**config.mk**
```make
export PLATFORM = sky130hd
export DESIGN_NAME = framebuffer_fetch
export DESIGN_NICKNAME = d
export VERILOG_FILES = /design/src/hw/panel_pkg.sv /design/src/hw/timeout.sv /design/src/hw/framebuffer_fetch.sv
export VERILOG_INCLUDE_DIRS = /design/src /design/src/hw
export SDC_FILE = /design/constraint.sdc
export NUM_CORES = 1
export LEC_CHECK = 0
export BUFFER_PORTS_ARGS = -buffer_cell sky130_fd_sc_hd__buf_2
export CORE_ASPECT_RATIO = 1.4
export CORE_MARGIN = 1
export CORE_UTILIZATION = 43
export CTS_BUF_LIST = sky130_fd_sc_hd__clkbuf_4
export CTS_CLUSTER_DIAMETER = 80
export DETAILED_ROUTE_END_ITERATION = 6
export MAX_ROUTING_LAYER = met4
export PLACE_DENSITY_LB_ADDON = 0.08
export SLEW_MARGIN = 20
export SYNTH_ARGS = -nofsm -noshare
export SYNTH_HDL_FRONTEND = slang
export SYNTH_SLANG_ARGS = --single-unit
```
**constraint.sdc**
```tcl
create_clock -name clk_in -period 1.45 [get_ports clk_in]
set_clock_uncertainty 0.2 [all_clocks]
set_input_delay 0.2175 -clock clk_in [delete_from_list [all_inputs] [get_ports clk_in]]
set_output_delay 0.2175 -clock clk_in [all_outputs]
set_load 0.01 [all_outputs]
```
**src/hw/panel_defines.svh**
```systemverilog
`ifndef PANEL_DEFINES_SVH
`define PANEL_DEFINES_SVH

// panel geometry, 64 columns by two 16-row halves
`define PANEL_WIDTH 64
`define COL_BITS ($clog2(`PANEL_WIDTH))
`define PIXEL_HALFHEIGHT 16
`define ROW_BITS ($clog2(`PIXEL_HALFHEIGHT))

// framebuffer word address is {row, column}
`define FB_ADDR_BITS (`ROW_BITS + `COL_BITS)

// binary weighted bit planes per row
`define NUM_PLANES 4

// output enable time of plane 0, doubled for each later plane
`define OE_BASE_CYCLES 8

// register map, framebuffer bytes sit below the control register
`define CTRL_ADDR 16'h1000

// load value of the pixel fetch timer
`define FETCH_CYCLES 3

`endif

```
**src/hw/panel_pkg.sv**
```systemverilog
`include "panel_defines.svh"

package panel_pkg;

    // one pixel as stored by the host
    typedef struct packed {
        logic [4:0] r;
        logic [5:0] g;
        logic [4:0] b;
    } rgb565_t;

    // one framebuffer word, bottom half pixel in the upper 16 bits
    typedef struct packed {
        rgb565_t bottom;
        rgb565_t top;
    } fb_word_t;

    // HUB75 connector pins
    // colour bits first so they can be taken as one slice
    typedef struct packed {
        logic                 r1;
        logic                 g1;
        logic                 b1;
        logic                 r2;
        logic                 g2;
        logic                 b2;
        logic [`ROW_BITS-1:0] a;
        logic                 shift_clk;
        logic                 latch;
        logic                 oe_n;
    } hub75_t;

    // scan sequencer states
    typedef enum logic [2:0] {
        S_IDLE,
        S_FETCH,
        S_SHIFT_HI,
        S_SHIFT_LO,
        S_BLANK,
        S_LATCH,
        S_SHOW
    } scan_state_t;

endpackage

```
**src/hw/timeout.sv**
```systemverilog
`timescale 1ns/1ps

module timeout #(
    parameter int COUNTER_WIDTH = 2
) (
    input  logic                     reset,
    input  logic                     clk_in,
    input  logic                     start,
    input  logic [COUNTER_WIDTH-1:0] value,
    output logic [COUNTER_WIDTH-1:0] counter,
    output logic                     running
);

    // start wins over the countdown, so a restart reloads at once
    always_ff @(posedge clk_in) begin
        if (reset) begin
            counter <= '0;
        end else if (start) begin
            counter <= value;
        end else if (counter != '0) begin
            counter <= counter - 1'b1;
        end
    end

    // busy until the count reaches zero
    assign running = (counter != '0);

endmodule

```
**src/hw/framebuffer_fetch.sv**
```systemverilog
`timescale 1ns/1ps
`include "panel_defines.svh"

module framebuffer_fetch
    import panel_pkg::*;
(
    input  logic                     reset,
    input  logic                     clk_in,
    input  logic [`COL_BITS-1:0]     column_address,
    input  logic [`ROW_BITS-1:0]     row_address,
    input  logic                     pixel_load_start,
    input  fb_word_t                 ram_data_in,
    output logic [`FB_ADDR_BITS-1:0] ram_address,
    output logic                     ram_clk_enable,
    output logic                     load_busy,
    output rgb565_t                  pixeldata_top,
    output rgb565_t                  pixeldata_bottom
);
    // wide enough to hold the fetch load value
    localparam int TIMER_BITS = $clog2(`FETCH_CYCLES + 1);

    logic [TIMER_BITS-1:0] load_count;
    logic                  load_running;

    // column inverted, first column shifted is the far end of the panel
    assign ram_address = {row_address, ~column_address};

    timeout #(
        .COUNTER_WIDTH(TIMER_BITS)
    ) timeout_pixel_load (
        .reset  (reset),
        .clk_in (clk_in),
        .start  (pixel_load_start),
        .value  (TIMER_BITS'(`FETCH_CYCLES)),
        .counter(load_count),
        .running(load_running)
    );

    // ram reads every cycle the timer runs, the address is steady by then
    assign ram_clk_enable = load_running;
    assign load_busy      = load_running;

    // at count 1 the ram word from the previous read is settled
    // busy drops on this same edge
    always_ff @(posedge clk_in) begin
        if (reset) begin
            pixeldata_top    <= '0;
            pixeldata_bottom <= '0;
        end else if (load_count == TIMER_BITS'(1)) begin
            pixeldata_top    <= ram_data_in.top;
            pixeldata_bottom <= ram_data_in.bottom;
        end
    end

endmodule

```
# Yosys cells after proc, flatten, opt, wreduce, memory -nomap -nowiden

Index checks and enable logic that the tools add are counted.

Bits in registers: 34
Input port bits: 45
Output and inout bits: 44
Logic and storage cells: 14

Add/subtract/negate cells: 1
Eq/ne operators: 1
Multiplexer cells: 2
Bitwise logic cells: 1
Reduce and logical (&&, ||, !) cells: 2

Operators with widths:

| cell                                             | count |
|---|---|
| inverter 6 bit                                   | 1 |
| two-way mux 2 bit                                | 2 |
| nonzero test 2 bit                               | 2 |
| == test 2 x 1 -> 1 bit, second input constant    | 1 |
| subtractor 2 x 1 -> 2 bit, second input constant | 1 |

# Logic depth before layout (Yosys ltp)

Word-level depth: 3
Gate-level depth with buffers: 6

# By module

From an unflattened synthesis, not the netlist that was laid out.

Cell total of the unflattened synthesis: 170
Area, all modules: 1765.4 um^2

By module, submodules not included:

| module            | instances | cells an instance | area each (um^2) | seq. area each (um^2) |
|---|---|---|---|---|
| framebuffer_fetch | 1         | 157               | 1639.1           | 640.6 |
| timeout           | 1         | 13                | 126.4            | 40.0 |

# Least setup slack after synthesis

No wires, ideal clock.

Path type: register to register
From: reg timeout_pixel_load.counter[0]
To: reg timeout_pixel_load.counter[1]
Setup time: 0.115 ns
Data arrival time: 0.999 ns
Slack: 0.136 ns
Cell stages (with the launch flop): 6
Buffers on the path: 0
Period minus slack after synthesis: 1.314 ns
Cell sequence: dfxtp_1 inv_1 ha_1 inv_1 mux2i_1 o21ba_2

RTL lines:

| item                         | RTL line                | text |
|---|---|---|
| start, declared              | timeout.sv:10           | `output logic [COUNTER_WIDTH-1:0] counter,` |
| start signal, assigned       | timeout.sv:19           | `counter <= value;` |
| start signal, assigned       | timeout.sv:21           | `counter <= counter - 1'b1;` |
| nonzero test 2 bit           | -                       |  |
| named net load_busy          | framebuffer_fetch.sv:15 | `output logic load_busy,` |
| nonzero test 2 bit (no line) | -                       |  |

The timed path passes the listed nets, and every way through them passes these cells. The select of a mux whose other input is x is not followed.
A chain may end at the register's enable or synchronous reset.

# Final worst setup path

From: reg timeout_pixel_load.counter[1]
To: out ram_clk_enable

Longest elaborated chain between the ends: 1

Ends and longest elaborated chain:

| item               | RTL line                | text |
|---|---|---|
| nonzero test 2 bit | timeout.sv:26           | `assign running = (counter != '0);` |
| end, declared      | framebuffer_fetch.sv:14 | `output logic ram_clk_enable,` |

Every way passes these cells.

==> results.toml <==
[outcome]
status = "complete, but fails checks"
violations = "negative setup slack"

[worst_setup_path]
crit_path_max_incr_delay_ps = 360
critPathBufInv = 3
crit_arrival_ps = 1070
crit_slowest_cell = "dfxtp_2"
critPathMaxFanout = 3
worstSetupEndpointType = "primary output"
cp_top_family = "flip-flops"
critical_path.cell_chain = "inv_4 > ha_4 > inv_4 > buf_6"
crit_top_cell = "inv_4"
start_kind = "flop"
crit_type = "reg -> out"
critPathRequiredTime_ps = 1030

[timing]
hold_ws_ps = 58.23
finalMaxSlewViolations = 0
final.setup.worst_slack_ps = -33.81
hold_violations = 0
relSlewSlack = 0.7648
fin_setup_tns_ps = -67.25
post-route-period-util = 1.023
worst_slew_pin_slew_ps = 352.8
rsz0062_at_grt = "true"
timing.fmax_mhz = 673.9
finalCriticalPeriod_ps = 1484
setup_viol = 2

[grt]
first_global_vias = 1252
use_met2 = 0.4092
track_usage = 0.2118
met1_usage = 0.1809
grt_pass1_wl_um = 5071
overflow = 0
antenna_found_initial = 0
use_met3 = 0.05778
grt_max_degree = 19
grt.busiest_layer = "met2"

[floorplanning]
start_util = 0.4623
coreArea_mm2 = 0.002907
dieWidth_um = 49.25
die_area_mm2 = 0.003356
row_count = 23
die_y_um = 68.15
io_pins = 89

[cts]
clk_pin_slew_ps = 100
cts_tree = "yes"
cts_buffer_depth = 2
ctsRootBufferMaster = "clkbuf_4"
cts_made_buffers = 5
worstSkewPairLatency_ps = 330
htree_levels = 2
cts_sinks = 34

[pwr]
p_leak_uw = 0.001134
total_power_uw = 2204
peakVddDrop_v = 0.0007337
power.density_mw_per_mm2 = 974.9

[route]
via_per_inst = 4.472
ant_nets = 0
drc = 0
wl_um = 3503
drt_iter0_drc = 13
vias = 1261
wl_per_cell_um = 12.42
first_pass_iters = 4

[synth]
synth_seq_area_share = 0.5065
synth_area_mm2 = 0.001344
synthDistinctLibCells = 12
synth_commonest_cells = "34 x dfxtp_1, 34 x nor2_1, 33 x mux2i_1, 9 x inv_1, 5 x buf_4"
syn_nets = 174
syn_inst = 127
ys_async_sr_fraction = 0
ys_warn_count = 0
avgSynthCellArea_um2 = 10.58
yosysTopAreaCellShare = 0.5065
ys_ff_latch = 34
ys_dominant_reg_cell = "dfxtp_1"
synth_area_leaders = "dfxtp_1 51%, mux2i_1 25%, nor2_1 9.5%"
yosysTopAreaCell = "dfxtp_1"
synth-edff-count = 0

[finish]
drive_above_1_share = 0.4408
final_nets = 292
n_antenna_cell = 0
area.growth.synth_to_final_pct = 68.25

[min_path]
hold_class = "in -> reg"

[placement]
portBuffers = 80
gp_congestion = 0.6381
dp_slack_ps = 30.48
dpl.hpwl_um = 2066

[job]
cap_violations = 0
logic make-up after synthesis:
family                     share of synthesized area
and+or+nand+nor                              0.09497
DFF                                           0.5065
muxes                                         0.2458
buffers and inverters                         0.1201
adders and majority gates                    0.01862
AOI/OAI and AO/OA                           0.007449
xor gates and xnor gates                    0.006519
state kept, by name, summed over array words and instances (netlist names):
name / cells
pixeldata_top: 16
timeout_pixel_load.counter: 2
pixeldata_bottom: 16
metal layers:
metal / wire length [um] / part of all wire
met3: 194 / 0.055
met5: 0 / 0
met1: 1336 / 0.38
met2: 1919 / 0.55
met4: 52 / 0.015
path summary, 6_finish.rpt:
path / startpoint / to / slack, ps / cells past startpoint
max: timeout_pixel_load.counter[1] / ram_clk_enable / -30 / 4
min: reset / pixeldata_top[9] / 60 / 2
max reg2reg: timeout_pixel_load.counter[0] / pixeldata_top[12] / 30 / 5
min reg2reg: pixeldata_bottom[5] / pixeldata_bottom[5] / 290 / 2
layout by cell type (no fill, tap or decap):
master	Yosys	layout
buf_6	1	4
dlygate4sd3_1	0	33
inv_4	0	2
mux2i_1	33	31
dfxtp_2	0	2
inv_1	9	6
inv_2	0	1
dfxtp_1	34	32
nor2_1	34	34
ha_4	0	2
o21ba_2	1	1
buf_12	3	3
clkbuf_16	0	2
xnor2_1	1	1
mux2i_2	0	2
buf_2	3	78
buf_4	5	4
clkbuf_4	0	7
stage by stage:
| stage | instance area (um^2) | cells | util |
|---|---|---|---|
| after floorplan | 1344 | 127 | - |
| after global routing | 2261 | 282 | 0.7779 |
| final | 2261 | 282 | 0.7779 |
| after detailed placement | 1725 | 234 | 0.5936 |
| after CTS | 2161 | 277 | 0.7434 |
| after global placement | 1725 | 234 | 0.5936 |
worst reg2reg max path: cells and delay by family, from the launching register on:
kind,cells,cell delay [ps]
fa+ha+maj,1,210
buf+inv,2,290
flops,1,360
mux,1,200
simple gates,1,60
power by group:
group	switching (uW)	internal [uW]
combinational	264	374
clock	297	220
sequential	39.6	1010
total	601	1600
cell type report:
type                       instances  area (um^2)
multi-input combinational         71        534.3
tap                               37        46.29
timing repair buffer             124        905.9
inverter                           9        38.79
fill                             205        645.6
clock buffer                       7        52.55
sequential                        34        683.2
what timing repair did:
action | 4_1_cts | 5_1_grt
setup endpoints to repair | 2 | 32
buffers inserted | 3 | 2
hold buffers | 33 | 0
gates cloned | 0 | 3
hold endpoints to repair | 34 | 0
resized for setup | 9 | 6
pin swaps | 1 | 1
Power figures use the tool's default switching activity.
