## config.mk

```make
export PLATFORM = sky130hd
export DESIGN_NAME = panel_scan
export DESIGN_NICKNAME = d
export VERILOG_FILES = /design/src/hw/panel_pkg.sv /design/src/hw/panel_scan.sv
export VERILOG_INCLUDE_DIRS = /design/src /design/src/hw
export SDC_FILE = /design/constraint.sdc
export NUM_CORES = 1
export LEC_CHECK = 0
export BUFFER_PORTS_ARGS = -buffer_cell sky130_fd_sc_hd__clkbuf_2
export CORE_MARGIN = 2
export CORE_UTILIZATION = 51
export CTS_BUF_LIST = sky130_fd_sc_hd__clkbuf_8
export DETAILED_ROUTE_END_ITERATION = 7
export PLACE_DENSITY_LB_ADDON = 0.1
export SYNTH_ARGS = -nofsm -noshare
export SYNTH_HDL_FRONTEND = slang
export SYNTH_SLANG_ARGS = --single-unit
export TNS_END_PERCENT = 1
```

## constraint.sdc

```tcl
create_clock -name clk_in -period 2.2 [get_ports clk_in]
set_clock_uncertainty 0.05 [all_clocks]
set_input_delay 0.22 -clock clk_in [delete_from_list [all_inputs] [get_ports clk_in]]
set_output_delay 0.22 -clock clk_in [all_outputs]
set_load 0.01 [all_outputs]
```

## src/hw/panel_defines.svh

```systemverilog
`ifndef PANEL_DEFINES_SVH
`define PANEL_DEFINES_SVH

// panel geometry, 64 columns by two 16-row halves
`define PANEL_WIDTH 64
`define COL_BITS ($clog2(`PANEL_WIDTH))
`define PIXEL_HALFHEIGHT 16
`define ROW_BITS ($clog2(`PIXEL_HALFHEIGHT))

// framebuffer word address is {row, column}
`define FB_ADDR_BITS (`ROW_BITS + `COL_BITS)

// binary weighted bit planes per row
`define NUM_PLANES 4

// output enable time of plane 0, doubled for each later plane
`define OE_BASE_CYCLES 8

// register map, framebuffer bytes sit below the control register
`define CTRL_ADDR 16'h1000

// load value of the pixel fetch timer
`define FETCH_CYCLES 3

`endif

```

## src/hw/panel_pkg.sv

```systemverilog
`include "panel_defines.svh"

package panel_pkg;

    // one pixel as stored by the host
    typedef struct packed {
        logic [4:0] r;
        logic [5:0] g;
        logic [4:0] b;
    } rgb565_t;

    // one framebuffer word, bottom half pixel in the upper 16 bits
    typedef struct packed {
        rgb565_t bottom;
        rgb565_t top;
    } fb_word_t;

    // HUB75 connector pins
    // colour bits first so they can be taken as one slice
    typedef struct packed {
        logic                 r1;
        logic                 g1;
        logic                 b1;
        logic                 r2;
        logic                 g2;
        logic                 b2;
        logic [`ROW_BITS-1:0] a;
        logic                 shift_clk;
        logic                 latch;
        logic                 oe_n;
    } hub75_t;

    // scan sequencer states
    typedef enum logic [2:0] {
        S_IDLE,
        S_FETCH,
        S_SHIFT_HI,
        S_SHIFT_LO,
        S_BLANK,
        S_LATCH,
        S_SHOW
    } scan_state_t;

endpackage

```

## src/hw/panel_scan.sv

```systemverilog
`timescale 1ns/1ps
`include "panel_defines.svh"

module panel_scan
    import panel_pkg::*;
(
    input  logic                 clk_in,
    input  logic                 reset,
    input  logic                 enable,
    input  rgb565_t              pixeldata_top,
    input  rgb565_t              pixeldata_bottom,
    input  logic                 load_busy,
    output logic [`COL_BITS-1:0] column_address,
    output logic [`ROW_BITS-1:0] row_address,
    output logic                 pixel_load_start,
    output hub75_t               panel
);
    localparam int PLANE_BITS = $clog2(`NUM_PLANES);
    // longest show time is the last plane
    localparam int SHOW_BITS  = $clog2((`OE_BASE_CYCLES << (`NUM_PLANES - 1)) + 1);

    scan_state_t           state;
    logic [`COL_BITS-1:0]  col;
    logic [`ROW_BITS-1:0]  row;
    logic [PLANE_BITS-1:0] plane;
    logic [SHOW_BITS-1:0]  show_cnt;
    // row currently driven on the address pins
    logic [`ROW_BITS-1:0]  row_sel;
    // start already issued for this column
    logic                  fetch_started;

    assign column_address   = col;
    assign row_address      = row;
    // single start pulse on the first fetch cycle
    assign pixel_load_start = (state == S_FETCH) && !fetch_started;

    always_ff @(posedge clk_in) begin
        if (reset) begin
            state         <= S_IDLE;
            col           <= '0;
            row           <= '0;
            plane         <= '0;
            show_cnt      <= '0;
            row_sel       <= '0;
            fetch_started <= 1'b0;
        end else begin
            case (state)
                S_IDLE: begin
                    // always begin a frame at the top
                    if (enable) begin
                        col   <= '0;
                        row   <= '0;
                        plane <= '0;
                        state <= S_FETCH;
                    end
                end
                S_FETCH: begin
                    if (!fetch_started) begin
                        fetch_started <= 1'b1;
                    end else if (!load_busy) begin
                        fetch_started <= 1'b0;
                        state         <= S_SHIFT_HI;
                    end
                end
                S_SHIFT_HI: begin
                    state <= S_SHIFT_LO;
                end
                S_SHIFT_LO: begin
                    if (col == `COL_BITS'(`PANEL_WIDTH - 1)) begin
                        col   <= '0;
                        state <= S_BLANK;
                    end else begin
                        col   <= col + 1'b1;
                        state <= S_FETCH;
                    end
                end
                S_BLANK: begin
                    // address switches while the panel is dark
                    row_sel <= row;
                    state   <= S_LATCH;
                end
                S_LATCH: begin
                    show_cnt <= SHOW_BITS'((`OE_BASE_CYCLES << plane) - 1);
                    state    <= S_SHOW;
                end
                S_SHOW: begin
                    if (show_cnt != '0) begin
                        show_cnt <= show_cnt - 1'b1;
                    end else if (plane != PLANE_BITS'(`NUM_PLANES - 1)) begin
                        plane <= plane + 1'b1;
                        state <= S_FETCH;
                    end else begin
                        // row done, this is the only place the scan may stop
                        plane <= '0;
                        row   <= row + 1'b1;
                        state <= enable ? S_FETCH : S_IDLE;
                    end
                end
                default: begin
                    state <= S_IDLE;
                end
            endcase
        end
    end

    // colour bits follow the captured pixels, steady across both shift states
    // green is one bit wider so its plane bits sit one higher
    always_comb begin
        panel.r1        = pixeldata_top.r[plane + 1];
        panel.g1        = pixeldata_top.g[plane + 2];
        panel.b1        = pixeldata_top.b[plane + 1];
        panel.r2        = pixeldata_bottom.r[plane + 1];
        panel.g2        = pixeldata_bottom.g[plane + 2];
        panel.b2        = pixeldata_bottom.b[plane + 1];
        panel.a         = row_sel;
        panel.shift_clk = (state == S_SHIFT_HI);
        panel.latch     = (state == S_LATCH);
        panel.oe_n      = (state != S_SHOW);
    end

endmodule

```

======== Word level (Yosys, flattened, before mapping) ========
Index checks and enable logic that the tools add are counted.
operators by class
  add/sub/neg operators ................... 7
  magnitude comparators ................... 2
  equality and inequality tests ........... 15
  shift operators ......................... 1
  multiplexer cells ....................... 35
  reductions and logical operators ........ 12
operator list
  kind                                                                          number
  3-bit case mux with 7 select lines                                            1
  1-bit binary-select mux with 3-bit select                                     6
  3-bit 2-to-1 mux                                                              5
  2-bit != test, second input constant                                          7
  7-bit case mux with 2 select lines                                            1
  4-bit 2-to-1 mux                                                              3
  6-bit 2-to-1 mux                                                              2
  6-bit case mux with 2 select lines                                            1
  1-bit 2-to-1 mux                                                              10
  3-bit == test, second input constant                                          3
  3-bit by 4-bit less-than comparator with 1-bit output, second input constant  2
  4-bit case mux with 2 select lines                                            1
  4-bit AND reduction                                                           2
  7-bit 2-to-1 mux                                                              1
  7-bit nonzero test                                                            1
  4-bit by 2-bit << shifter with 7-bit output, first input constant             1
  7-bit by 1-bit subtractor with 7-bit output, second input constant            1
  7-bit by 2-bit subtractor with 7-bit output, second input constant            1
  6-bit by 1-bit adder with 6-bit output, second input constant                 1
  3-bit by 2-bit == test with 1-bit output, second input constant               2
  6-bit == test, second input constant                                          1
  2-bit 2-to-1 mux                                                              3
  2-bit nonzero test                                                            3
  4-bit by 1-bit adder with 4-bit output, second input constant                 1
  other kinds (11)                                                              12
storage, ports and cells
  register bits after elaboration ......... 27

======== Logic depth before layout (Yosys ltp) ========
  word-level depth ........................ 4
  gate-level depth with buffers ........... 6
  mapped depth without buffers ............ 6

======== Worst setup path after synthesis ========
Ideal clock, no wire load.
  path type ............................... flip-flop to output port
  from .................................... register plane[0]
  to ...................................... output panel[9] (netlist bit)
  data arrival time ....................... 1.766 ns
  slack ................................... 0.164 ns
  cell stages (with the launch flop) ...... 7
  cells stage by stage .................... dfxtp_1 > clkbuf_1 > inv_1 > ha_1 > mux4_2 > inv_1 > o32ai_1
RTL lines
  item                    RTL line          text
  start, declared         panel_scan.sv:25  logic [PLANE_BITS-1:0] plane;
  start signal, assigned  panel_scan.sv:90  plane <= plane + 1'b1;
  end, declared           panel_scan.sv:16  output hub75_t panel

==> flow_summary.ini <==
[clocking]
cts_buffers = 3
htree_levels = 1
clk_latency_ns = 0.27
ctsHoldBuffers = 0
cts.sink_count = 27
clockBufferDepth = 2
cts_tree = done
cts-root-buf = clkbuf_8
path_clk_slew_ns = 0.09

[place]
port_buffers = 55
hpwl_um = 3100
dpl_cell_area_sq_um = 2010
post-place-ws_ns = 0.355
dp.cells = 292
place_congestion = 0.742

[sta]
max_slew_margin_pct = 55.2
final.setup.tns_ns = 0
hold_viol = 0
setup_violations = 0
slew_viol_final = 0
hold_ws_ns = 0.283
fmax_mhz = 481
setup_ws_ns = 0.120
worstMarginPinSlew_ns = 0.665
period_needed_ns = 2.08
rsz0062_at_grt = false
fin_crit_sh_pct = 94.6

[global_route]
antenna_found_initial = 0
grt_usage_pct = 21.6
grt_pass1_wl_um = 6240
grt-ovfl-total = 0
grt_pass1_vias = 1454
grt_max_degree = 15

[setup_path]
r2r_cells = 4
slowest_stage = dfxtp_1
cp_top_family = flip-flops
r2r_end = row_address[1]
rr_startpoint = show_cnt[2]
worstSetupPathType = reg -> out
cp.arrival_ns = 1.81
cp_num_buf_inv = 3
crit_chain = inv_1, ha_2, mux4_2, inv_1, o32ai_1, clkbuf_2
crit_start = plane[1]
critPathRequiredTime_ns = 1.93
max_stage_delay_ns = 0.44
cpMostUsedCell = inv_1
cp-end-kind = output port
rrSetupSlack_ns = 0.38
start_kind = register
cp_max_fo = 7

[worst_hold_path]
hold_start = load_busy
hold_path.class = in -> reg
hold_path_end = state[1]
min_delay_path_depth = 4

[die]
coreArea_sq_um = 3100
fp.dieH_um = 61.7
io_pins = 60
die-area_sq_um = 3810
initial_core_util_pct = 54.7
fp.dieW_um = 61.7
rows = 20

[yosys]
synth.avg_cell_area_sq_um = 8.45
synth_flop_cell = dfxtp_1
ys_seq_area_share_pct = 31.8
ys_ff_latch = 27
yosys.cell_count.top_type = dfxtp_1
yosys_warnings = 0
ys_types = 48
netlist_instances = 201
synthTopCellsByCount = 27 x dfxtp_1, 23 x a21oi_1, 14 x mux2i_1, 14 x nor2_1
yosys.area.top_type_share_pct = 31.8
synth_fp_nets = 245
synth-async-reset-ratio_pct = 0
yosysTopAreaCell = dfxtp_1
synth_enable_flop_cells = 0
synth.area.top_cells = dfxtp_1 32%, mux2i_1 8.3%, a21oi_1 6.8%
syn_area_sq_um = 1700

[pwr]
p_leak_nw = 0.846
power.density_nw_per_um2 = 436
p_comb_share_pct = 12.3
p_clk_share_pct = 31.1
p_int_mw = 0.676
ir_drop_uv = 369
switching_power_mw = 0.221
swShare_pct = 24.6
seqPwrFrac_pct = 56.6

[final_layout]
n_antenna_cell = 0
drive_gt1_share_pct = 29.0
syn_to_final_growth_pct = 21.1
final-instance-count-excl-fill = 296
layout.nets = 297
final_area_sq_um = 2060

[detailed_routing]
first_pass_iters = 5
dr.first_iter.drc_count = 50
wirelength_um = 4050
drc = 0
vias = 1681
ant_nets = 0
avgViaCountPerCell = 5.68
wl_per_cell_um = 13.7

[status]
status = completed

[run]
drv_cap = 0
## area by class of cell
cell class	count	area (sq um)
clock inverters	1	3.75
clock buffers	3	41.3
inverters	8	30.0
well taps	44	55.1
repair buffers	60	313
flip-flops and latches	27	542
fillers	303	1050
multi-input cells	153	1070
## registers in the layout (all words and copies together), names as in the netlist
register,flops
plane,2
column_address,6
state,3
show_cnt,7
fetch_started,1
row_sel,4
row_address,4
## cells by family after synthesis
kind of cell	synth area share, %
and+or+nand+nor	23.1
AOI/OAI and AO/OA	21.3
DFF	31.8
buffers and inverters	5.16
muxes	12.2
adders and majority gates	5.90
xor gates and xnor gates	0.516
## metrics by stage
| stage | util (%) | power (mW) |
|---|---|---|
| floorplan | - | 0.580 |
| global placement | 64.7 | 0.628 |
| detailed placement | 64.7 | 0.630 |
| CTS | 66.2 | 0.901 |
| global route | 66.3 | 0.925 |
| finish | 66.3 | 0.897 |
## placed cells by master, fill, tap and decap left out, types with 4 or more instances in the layout
master / n
nor2_1: 14
ha_1: 7
dfxtp_1: 26
a21oi_1: 23
mux2i_1: 14
o21ai_0: 5
nand4_1: 4
nand2b_1: 5
nand2_1: 10
nand3_1: 10
buf_4: 5
inv_1: 8
nor3_1: 6
clkbuf_2: 55
## worst max path at each step
| stage | endpoint | slack (ns) | cells after the start |
|---|---|---|---|
| 3_5_place_dp | panel[9] | 0.36 | 6 |
| 4_1_cts | panel[9] | 0.04 | 6 |
| 6_report | panel[9] | 0.12 | 6 |
| 5_1_grt | panel[9] | 0.06 | 6 |
| 3_3_place_gp | panel[9] | 0.39 | 6 |
| 2_1_floorplan | panel[9] | 0.16 | 6 |
## worst min-delay path, cell delays in order
cell      delay (ns)
clkbuf_2        0.08
nor2b_1         0.04
o211ai_1        0.15
a21oi_1         0.07
## power groups by stage
| stage | clock network (mW) | logic [mW] | registers [mW] |
|---|---|---|---|
| after floorplan | 0 | 0.0672 | 0.513 |
| after detailed placement | 0 | 0.111 | 0.519 |
| final | 0.279 | 0.111 | 0.508 |
| after CTS | 0.282 | 0.112 | 0.507 |
| after global routing | 0.292 | 0.124 | 0.510 |
| after global placement | 0 | 0.109 | 0.519 |
## repair_timing
item / 4_1_cts / 5_1_grt
resized for setup: 0 / 2
endpoints found under the hold margin: 0 / 0
setup endpoints to repair: 0 / 1
buffers inserted: 0 / 0
## layer usage
metal  vias up  GRT usage [%]  share of wire, %
met3         5           2.48               4.6
met5         -              0                 0
met2        46           37.1                48
li1        859              -                 -
met4         0           6.69              0.84
met1       771           28.4                46
Power figures use the tool's default switching activity.
