File: config.mk
export PLATFORM = sky130hd
export DESIGN_NAME = axil_fb_writer
export DESIGN_NICKNAME = d
export VERILOG_FILES = /design/src/hw/axil_pkg.sv /design/src/hw/panel_pkg.sv /design/src/hw/axil_fb_writer.sv
export VERILOG_INCLUDE_DIRS = /design/src /design/src/hw
export SDC_FILE = /design/constraint.sdc
export NUM_CORES = 1
export LEC_CHECK = 0
export BUFFER_PORTS_ARGS = -buffer_cell sky130_fd_sc_hd__buf_2
export CORE_AREA = 2 2 64 66
export CTS_BUF_LIST = sky130_fd_sc_hd__clkbuf_8
export CTS_CLUSTER_DIAMETER = 60
export DETAILED_ROUTE_END_ITERATION = 16
export DIE_AREA = 0 0 66 68
export GPL_TIMING_DRIVEN = 1
export PLACE_DENSITY = 0.76
export REMOVE_ABC_BUFFERS = 1
export SKIP_LAST_GASP = 1
export SLEW_MARGIN = 20
export SYNTH_ARGS = -nofsm -noshare
export SYNTH_HDL_FRONTEND = slang
export SYNTH_SLANG_ARGS = --single-unit
File: constraint.sdc
create_clock -name clk_in -period 2.8 [get_ports clk_in]
set_input_delay 0.56 -clock clk_in [delete_from_list [all_inputs] [get_ports clk_in]]
set_output_delay 0.56 -clock clk_in [all_outputs]
set_load 0.005 [all_outputs]
File: src/hw/panel_defines.svh
`ifndef PANEL_DEFINES_SVH
`define PANEL_DEFINES_SVH

// panel geometry, 64 columns by two 16-row halves
`define PANEL_WIDTH 64
`define COL_BITS ($clog2(`PANEL_WIDTH))
`define PIXEL_HALFHEIGHT 16
`define ROW_BITS ($clog2(`PIXEL_HALFHEIGHT))

// framebuffer word address is {row, column}
`define FB_ADDR_BITS (`ROW_BITS + `COL_BITS)

// binary weighted bit planes per row
`define NUM_PLANES 4

// output enable time of plane 0, doubled for each later plane
`define OE_BASE_CYCLES 8

// register map, framebuffer bytes sit below the control register
`define CTRL_ADDR 16'h1000

// load value of the pixel fetch timer
`define FETCH_CYCLES 3

`endif

File: src/hw/axil_pkg.sv
package axil_pkg;

    // only the two responses this slave produces
    typedef enum logic [1:0] {
        RESP_OKAY   = 2'b00,
        RESP_SLVERR = 2'b10
    } axil_resp_t;

    // decoded target of a bus access
    typedef enum logic [1:0] {
        ACC_FB,
        ACC_CTRL,
        ACC_BAD
    } axil_target_t;

    // master driven signals
    typedef struct packed {
        logic [15:0] awaddr;
        logic        awvalid;
        logic [31:0] wdata;
        logic [3:0]  wstrb;
        logic        wvalid;
        logic        bready;
        logic [15:0] araddr;
        logic        arvalid;
        logic        rready;
    } axil_req_t;

    // slave driven signals
    typedef struct packed {
        logic        awready;
        logic        wready;
        logic        bvalid;
        axil_resp_t  bresp;
        logic        arready;
        logic        rvalid;
        logic [31:0] rdata;
        axil_resp_t  rresp;
    } axil_rsp_t;

endpackage

File: src/hw/panel_pkg.sv
`include "panel_defines.svh"

package panel_pkg;

    // one pixel as stored by the host
    typedef struct packed {
        logic [4:0] r;
        logic [5:0] g;
        logic [4:0] b;
    } rgb565_t;

    // one framebuffer word, bottom half pixel in the upper 16 bits
    typedef struct packed {
        rgb565_t bottom;
        rgb565_t top;
    } fb_word_t;

    // HUB75 connector pins
    // colour bits first so they can be taken as one slice
    typedef struct packed {
        logic                 r1;
        logic                 g1;
        logic                 b1;
        logic                 r2;
        logic                 g2;
        logic                 b2;
        logic [`ROW_BITS-1:0] a;
        logic                 shift_clk;
        logic                 latch;
        logic                 oe_n;
    } hub75_t;

    // scan sequencer states
    typedef enum logic [2:0] {
        S_IDLE,
        S_FETCH,
        S_SHIFT_HI,
        S_SHIFT_LO,
        S_BLANK,
        S_LATCH,
        S_SHOW
    } scan_state_t;

endpackage

File: src/hw/axil_fb_writer.sv
`timescale 1ns/1ps
`include "panel_defines.svh"

module axil_fb_writer
    import axil_pkg::*;
    import panel_pkg::*;
(
    input  logic                     clk_in,
    input  logic                     reset,
    input  axil_req_t                bus_req,
    output axil_rsp_t                bus_rsp,
    output logic                     fb_we,
    output logic [`FB_ADDR_BITS-1:0] fb_waddr,
    output fb_word_t                 fb_wdata,
    output logic [3:0]               fb_wbe,
    output logic                     scan_enable
);
    // handshake and pending response flags
    logic         awready_q;
    logic         bvalid_q;
    logic         arready_q;
    logic         rvalid_q;
    logic         enable_q;
    // response payload
    axil_resp_t   bresp_q;
    axil_resp_t   rresp_q;
    logic [31:0]  rdata_q;
    axil_target_t wr_target;
    axil_target_t rd_target;
    logic         wr_fire;
    logic         rd_fire;

    // framebuffer below the control register, control register alone above it
    function automatic axil_target_t decode(input logic [15:0] addr);
        if (addr < `CTRL_ADDR) begin
            return ACC_FB;
        end
        if (addr == `CTRL_ADDR) begin
            return ACC_CTRL;
        end
        return ACC_BAD;
    endfunction

    assign wr_target = decode(bus_req.awaddr);
    assign rd_target = decode(bus_req.araddr);

    // aw and w are taken together, valids are held until ready
    assign wr_fire = awready_q && bus_req.awvalid && bus_req.wvalid;
    assign rd_fire = arready_q && bus_req.arvalid;

    // framebuffer write goes straight out on the accepting edge
    assign fb_we    = wr_fire && (wr_target == ACC_FB);
    // byte address bits 11:2 select the word
    assign fb_waddr = bus_req.awaddr[`FB_ADDR_BITS+1:2];
    assign fb_wdata = fb_word_t'(bus_req.wdata);
    assign fb_wbe   = bus_req.wstrb;

    assign scan_enable = enable_q;

    always_ff @(posedge clk_in) begin
        if (reset) begin
            awready_q <= 1'b0;
            bvalid_q  <= 1'b0;
            arready_q <= 1'b0;
            rvalid_q  <= 1'b0;
            enable_q  <= 1'b0;
        end else begin
            // one cycle ready pulse, never while a response waits
            awready_q <= bus_req.awvalid && bus_req.wvalid && !awready_q && !bvalid_q;
            arready_q <= bus_req.arvalid && !arready_q && !rvalid_q;

            if (wr_fire) begin
                bvalid_q <= 1'b1;
            end else if (bus_req.bready) begin
                bvalid_q <= 1'b0;
            end

            if (rd_fire) begin
                rvalid_q <= 1'b1;
            end else if (bus_req.rready) begin
                rvalid_q <= 1'b0;
            end

            // enable bit lives in byte lane 0
            if (wr_fire && (wr_target == ACC_CTRL) && bus_req.wstrb[0]) begin
                enable_q <= bus_req.wdata[0];
            end
        end
    end

    always_ff @(posedge clk_in) begin
        if (wr_fire) begin
            bresp_q <= (wr_target == ACC_BAD) ? RESP_SLVERR : RESP_OKAY;
        end
        // pixels are write only, so only the control register reads back
        if (rd_fire) begin
            rresp_q <= (rd_target == ACC_CTRL) ? RESP_OKAY : RESP_SLVERR;
            rdata_q <= (rd_target == ACC_CTRL) ? {31'b0, enable_q} : 32'b0;
        end
    end

    always_comb begin
        bus_rsp.awready = awready_q;
        bus_rsp.wready  = awready_q;
        bus_rsp.bvalid  = bvalid_q;
        bus_rsp.bresp   = bresp_q;
        bus_rsp.arready = arready_q;
        bus_rsp.rvalid  = rvalid_q;
        bus_rsp.rdata   = rdata_q;
        bus_rsp.rresp   = rresp_q;
    end

endmodule

Yosys cells after proc, flatten, opt, wreduce, memory -nomap -nowiden --
Cells that the tools add are included. Widths: inputs -> output; s select.
Word-level totals: output and inout bits 89, register bits 41
Operators by class: reductions and logical operators 18, muxes and demuxes 20, magnitude comparators 2, equality and inequality tests 5
Operators with widths (number):
- $eq 16x13->1 const B | 2
- $lt 16x13->1 const B | 2
- $mux 2 | 10
- $logic_and 1x1->1 | 11
- $mux 1 | 10
- $eq 2x1->1 const B | 2
- $logic_not 1->1 | 4
- $reduce_bool 2->1 | 2
- $eq 2x2->1 const B | 1
- $logic_not 2->1 | 1

Logic depth before layout (Yosys ltp) --
word-level depth 8, depth in mapped cells 4, mapped depth without buffers 4

Least setup slack after synthesis --
OpenSTA, ideal clock, no wires.
kind input port to flip-flop, from input bus_req[66] (netlist bit), to register enable_q, in the netlist scan_enable, cell stages on the path 4, data required time 2.730 ns, path slack 1.174 ns, arrival time 1.556 ns, library setup time 0.070 ns, cells stage by stage nor4_2 -> nand4_1 -> or4_1 -> a21oi_1
On the way: cells in the longest elaborated chain, start to end 8
RTL lines:
- start, declared | RTL line axil_fb_writer.sv:10 | input axil_req_t bus_req,
- branches (longest 4 deep; another with $lt 16x13->1)
- $mux 2 * | RTL line axil_fb_writer.sv:38 | if (addr == `CTRL_ADDR) begin
- $eq 2x1->1 * | RTL line axil_fb_writer.sv:85 | if (wr_fire && (wr_target == ACC_CTRL) && bus_req.wstrb[0]) begin
- $logic_and 1x1->1 * (2 in series) | RTL line axil_fb_writer.sv:85
- end signal, assigned | RTL line axil_fb_writer.sv:86 | enable_q <= bus_req.wdata[0];
- end, declared | RTL line axil_fb_writer.sv:23 | logic enable_q;
Mark *: on every way between the ends. The select of a mux whose other input is x is not followed. A chain may end at the register's enable or synchronous reset.

Worst setup path after layout --
from input bus_req[70] (netlist bit), to output fb_we
On the way: cells in the longest elaborated chain, start to end 7
RTL lines:
- branches (longest 4 deep; another with $lt 16x13->1)
- $mux 2 * | RTL line axil_fb_writer.sv:38
- $logic_not 2->1 * | RTL line axil_fb_writer.sv:52 | assign fb_we = wr_fire && (wr_target == ACC_FB);
- $logic_and 1x1->1 * | RTL line axil_fb_writer.sv:52
- end, declared | RTL line axil_fb_writer.sv:12 | output logic fb_we,
Marked as above.

==> results.toml <==
[status]
run_status = "finished, final reports clean"

[worst_setup_path]
worst-r2r-setup-slack_ns = 1.46
crit-reg2reg-launch = "awready_q$_SDFF_PP0_"
worst_setup_path_endpoint = "fb_we"
critical_path.most_common_cell = "buf_2"
worst-setup-path-type = "primary input to primary output"
timing.critical_path.buf_inv = 2
worstSetupStartpoint = "bus_req[70]"
cp.depth = 5
critical_path_s_slowest_cell = "nor3_1"
timing.critical_path.fanout_max = 3
worst-endpoint-required_ns = 2.24
timing.critical_path.arrival_ns = 1.27
critical_path.cell_chain = "buf_2 > nor3_1 > nand2_1 > nor2_1 > buf_2"
worst-r2r-cell-count = 4
worstSetupStartpointType = "primary input"
critical_path.reg2reg.endpoint = "scan_enable$_SDFFE_PP0P_"
crit_path_max_cell_delay_ns = 0.23
crit_family = "simple AND/OR/NAND/NOR gates"
timing.critical_path.to_type = "primary output"

[power_and_ir_drop]
leakage_nw = 0.517
worst_ir_drop_vdd_mv = 0.206
post-layout-total-power_mw = 0.331
pwr_density_cell_mw_per_mm2 = 360

[global_route]
vias_in_the_first_global_route = 613
residual_overflow_from_global_routing = 0
grt_start_max_net_pins = 6
antenna_found_initial = 0
grt_usage = 0.160
grt_first_pass_wirelength_um = 4570

[place]
dpl-instance-area_um2 = 875
io_buffers = 62
placement.setup.worst_slack_ns = 0.944
dp.final_hpwl_um = 3720
place.detailed.instances = 186
routabilityCongestion = 0.888

[clock_tree]
cts_setup_buffers = 0
clock_tree.buffer_depth = 2
clock-root-buffer = "clkbuf_8"
post_cts_hold_buffer_count = 0
number_of_sinks_driven_by_the_clock_tree = 8
tritoncts_clock_tree = "done"
cts_made_buffers = 3
cts_repair_resize_count = 0
htreeDepth = 1
clk_latency_ns = 0.23
worst_setup_hold_path_clk_slew_ns = 0.04

[logic_synthesis]
ys_types = 18
synth.ff_latch_count = 8
syn_avg_cell_area_um2 = 8.03
syn-cell-area_mm2 = 0.00101
synth-seq-area-share = 0.188
post_synth_inst_count = 126
yosysWarnings = 0

[drt]
vias = 732
drt_pass1_iterations = 4
avgViaCountPerCell = 3.85
drt_iter0_drc = 4
dr_drc_count = 0
routed_wirelength_um = 3860
route.antenna.remaining_nets = 0
post_drt_wl_per_cell_um = 20.3

[sta]
skew_ns = 0.00305
finalHoldViolations = 0
postLayoutSetupSlackWorst_ns = 0.973
finalCriticalPeriod_ns = 1.83
max_slew_vio_count = 0
final.setup.tns_ns = 0
max_freq_mhz = 547
hold_ws_ns = 0.440
setup_viol = 0
final.period_utilization = 0.652
rsz0062_at_grt = "no"

[job]
cap_viol_max_count = 0

[floorplan]
num_rows = 23
dieArea_mm2 = 0.00449
floorplan.initialDensity = 0.262
io_pins = 164
dieWidth_um = 66
core_area_mm2 = 0.00386
die_h_um = 68

[finish]
finalNetCount = 216
stdcell_area_um2 = 920
antenna-diode-count = 0
highest_count_cells_in_the_layout_ignoring_fill_and_taps = "buf_2 (62), conb_1 (33)"
stdcell_count = 190
finish.utilization = 0.238
mostFrequentLayoutCell = "buf_2"
area_delta_synth_final_pct = -9.15
final_layout_size_suffix_gt1_frac = 0.479

[min_path]
hold_class = "register to register"
[metal layers]
| metal | part of all wire | track usage | vias up |
|---|---|---|---|
| li1 | - | - | 317 |
| met3 | 0.35 | 0.257 | 2 |
| met5 | 0.016 | 0.100 | - |
| met2 | 0.46 | 0.270 | 116 |
| met1 | 0.16 | 0.0730 | 295 |
| met4 | 0.012 | 0.0230 | 2 |
[final cells by class]
type                    instances  area [um^2]
multi-input cells              62          297
clock inverters                 1         3.75
fillers                       454         2940
flip-flops and latches          8          190
repair buffers                 62          310
clock buffers                   3         41.3
well taps                      50         62.6
inverters                       4         15.0
[registers in the layout, summed over array words and instances (netlist names)]
| signal | count |
|---|---|
| scan_enable | 1 |
| rdata_q | 1 |
| bresp_q | 1 |
| rresp_q | 1 |
| rvalid_q | 1 |
| bvalid_q | 1 |
| awready_q | 1 |
| arready_q | 1 |
[how the worst min path moves through the flow]
stage | startpoint | slack, ns | endpoint | cells past startpoint
finish | arready_q$_SDFF_PP0_ | 0.44 | arready_q$_SDFF_PP0_ | 1
global route | arready_q$_SDFF_PP0_ | 0.46 | arready_q$_SDFF_PP0_ | 1
CTS | arready_q$_SDFF_PP0_ | 0.44 | arready_q$_SDFF_PP0_ | 1
detailed placement | arready_q$_SDFF_PP0_ | 0.44 | arready_q$_SDFF_PP0_ | 1
global placement | arready_q$_SDFF_PP0_ | 0.42 | arready_q$_SDFF_PP0_ | 1
floorplan | arready_q$_SDFF_PP0_ | 0.44 | arready_q$_SDFF_PP0_ | 1
[cells by family (layout without fill, tap and decap cells)]
logic type | count (synthesis) | after routing | share of synthesized area
buf+inv | 88 | 70 | 0.638
compound gates | 4 | 4 | 0.0222
other cells | 1 | 33 | 0.00370
flops | 8 | 8 | 0.188
simple gates | 25 | 25 | 0.148
[worst reg2reg max path, stage by stage (launching register included)]
cell and delay, ns:
dfxtp_1 0.36, and3_1 0.23, nand2_1 0.10, or4_1 0.47, a21oi_1 0.12
[synthesized netlist by cell type (all sizes together)]
| cell type | instances | share of area |
|---|---|---|
| buf | 84 | 0.62 |
| nor4 | 6 | 0.049 |
| dfxtp | 5 | 0.099 |
| nand2 | 5 | 0.019 |
| nor2 | 5 | 0.019 |
| inv | 4 | 0.015 |
| a21oi | 3 | 0.015 |
| edfxtp | 3 | 0.089 |
| nand4 | 2 | 0.012 |
| nor4b | 2 | 0.017 |
| and2 | 1 | 0.0062 |
| and3 | 1 | 0.0062 |
| conb | 1 | 0.0037 |
| nor3 | 1 | 0.0049 |
| nor3b | 1 | 0.0074 |
| o31ai | 1 | 0.0074 |
| or4 | 1 | 0.0074 |
[where the power goes]
group	switching [mW]	internal, mW
combinational	0.0336	0.0322
sequential	0.00173	0.124
clock	0.0451	0.0949
Power figures use the tool's default switching activity.
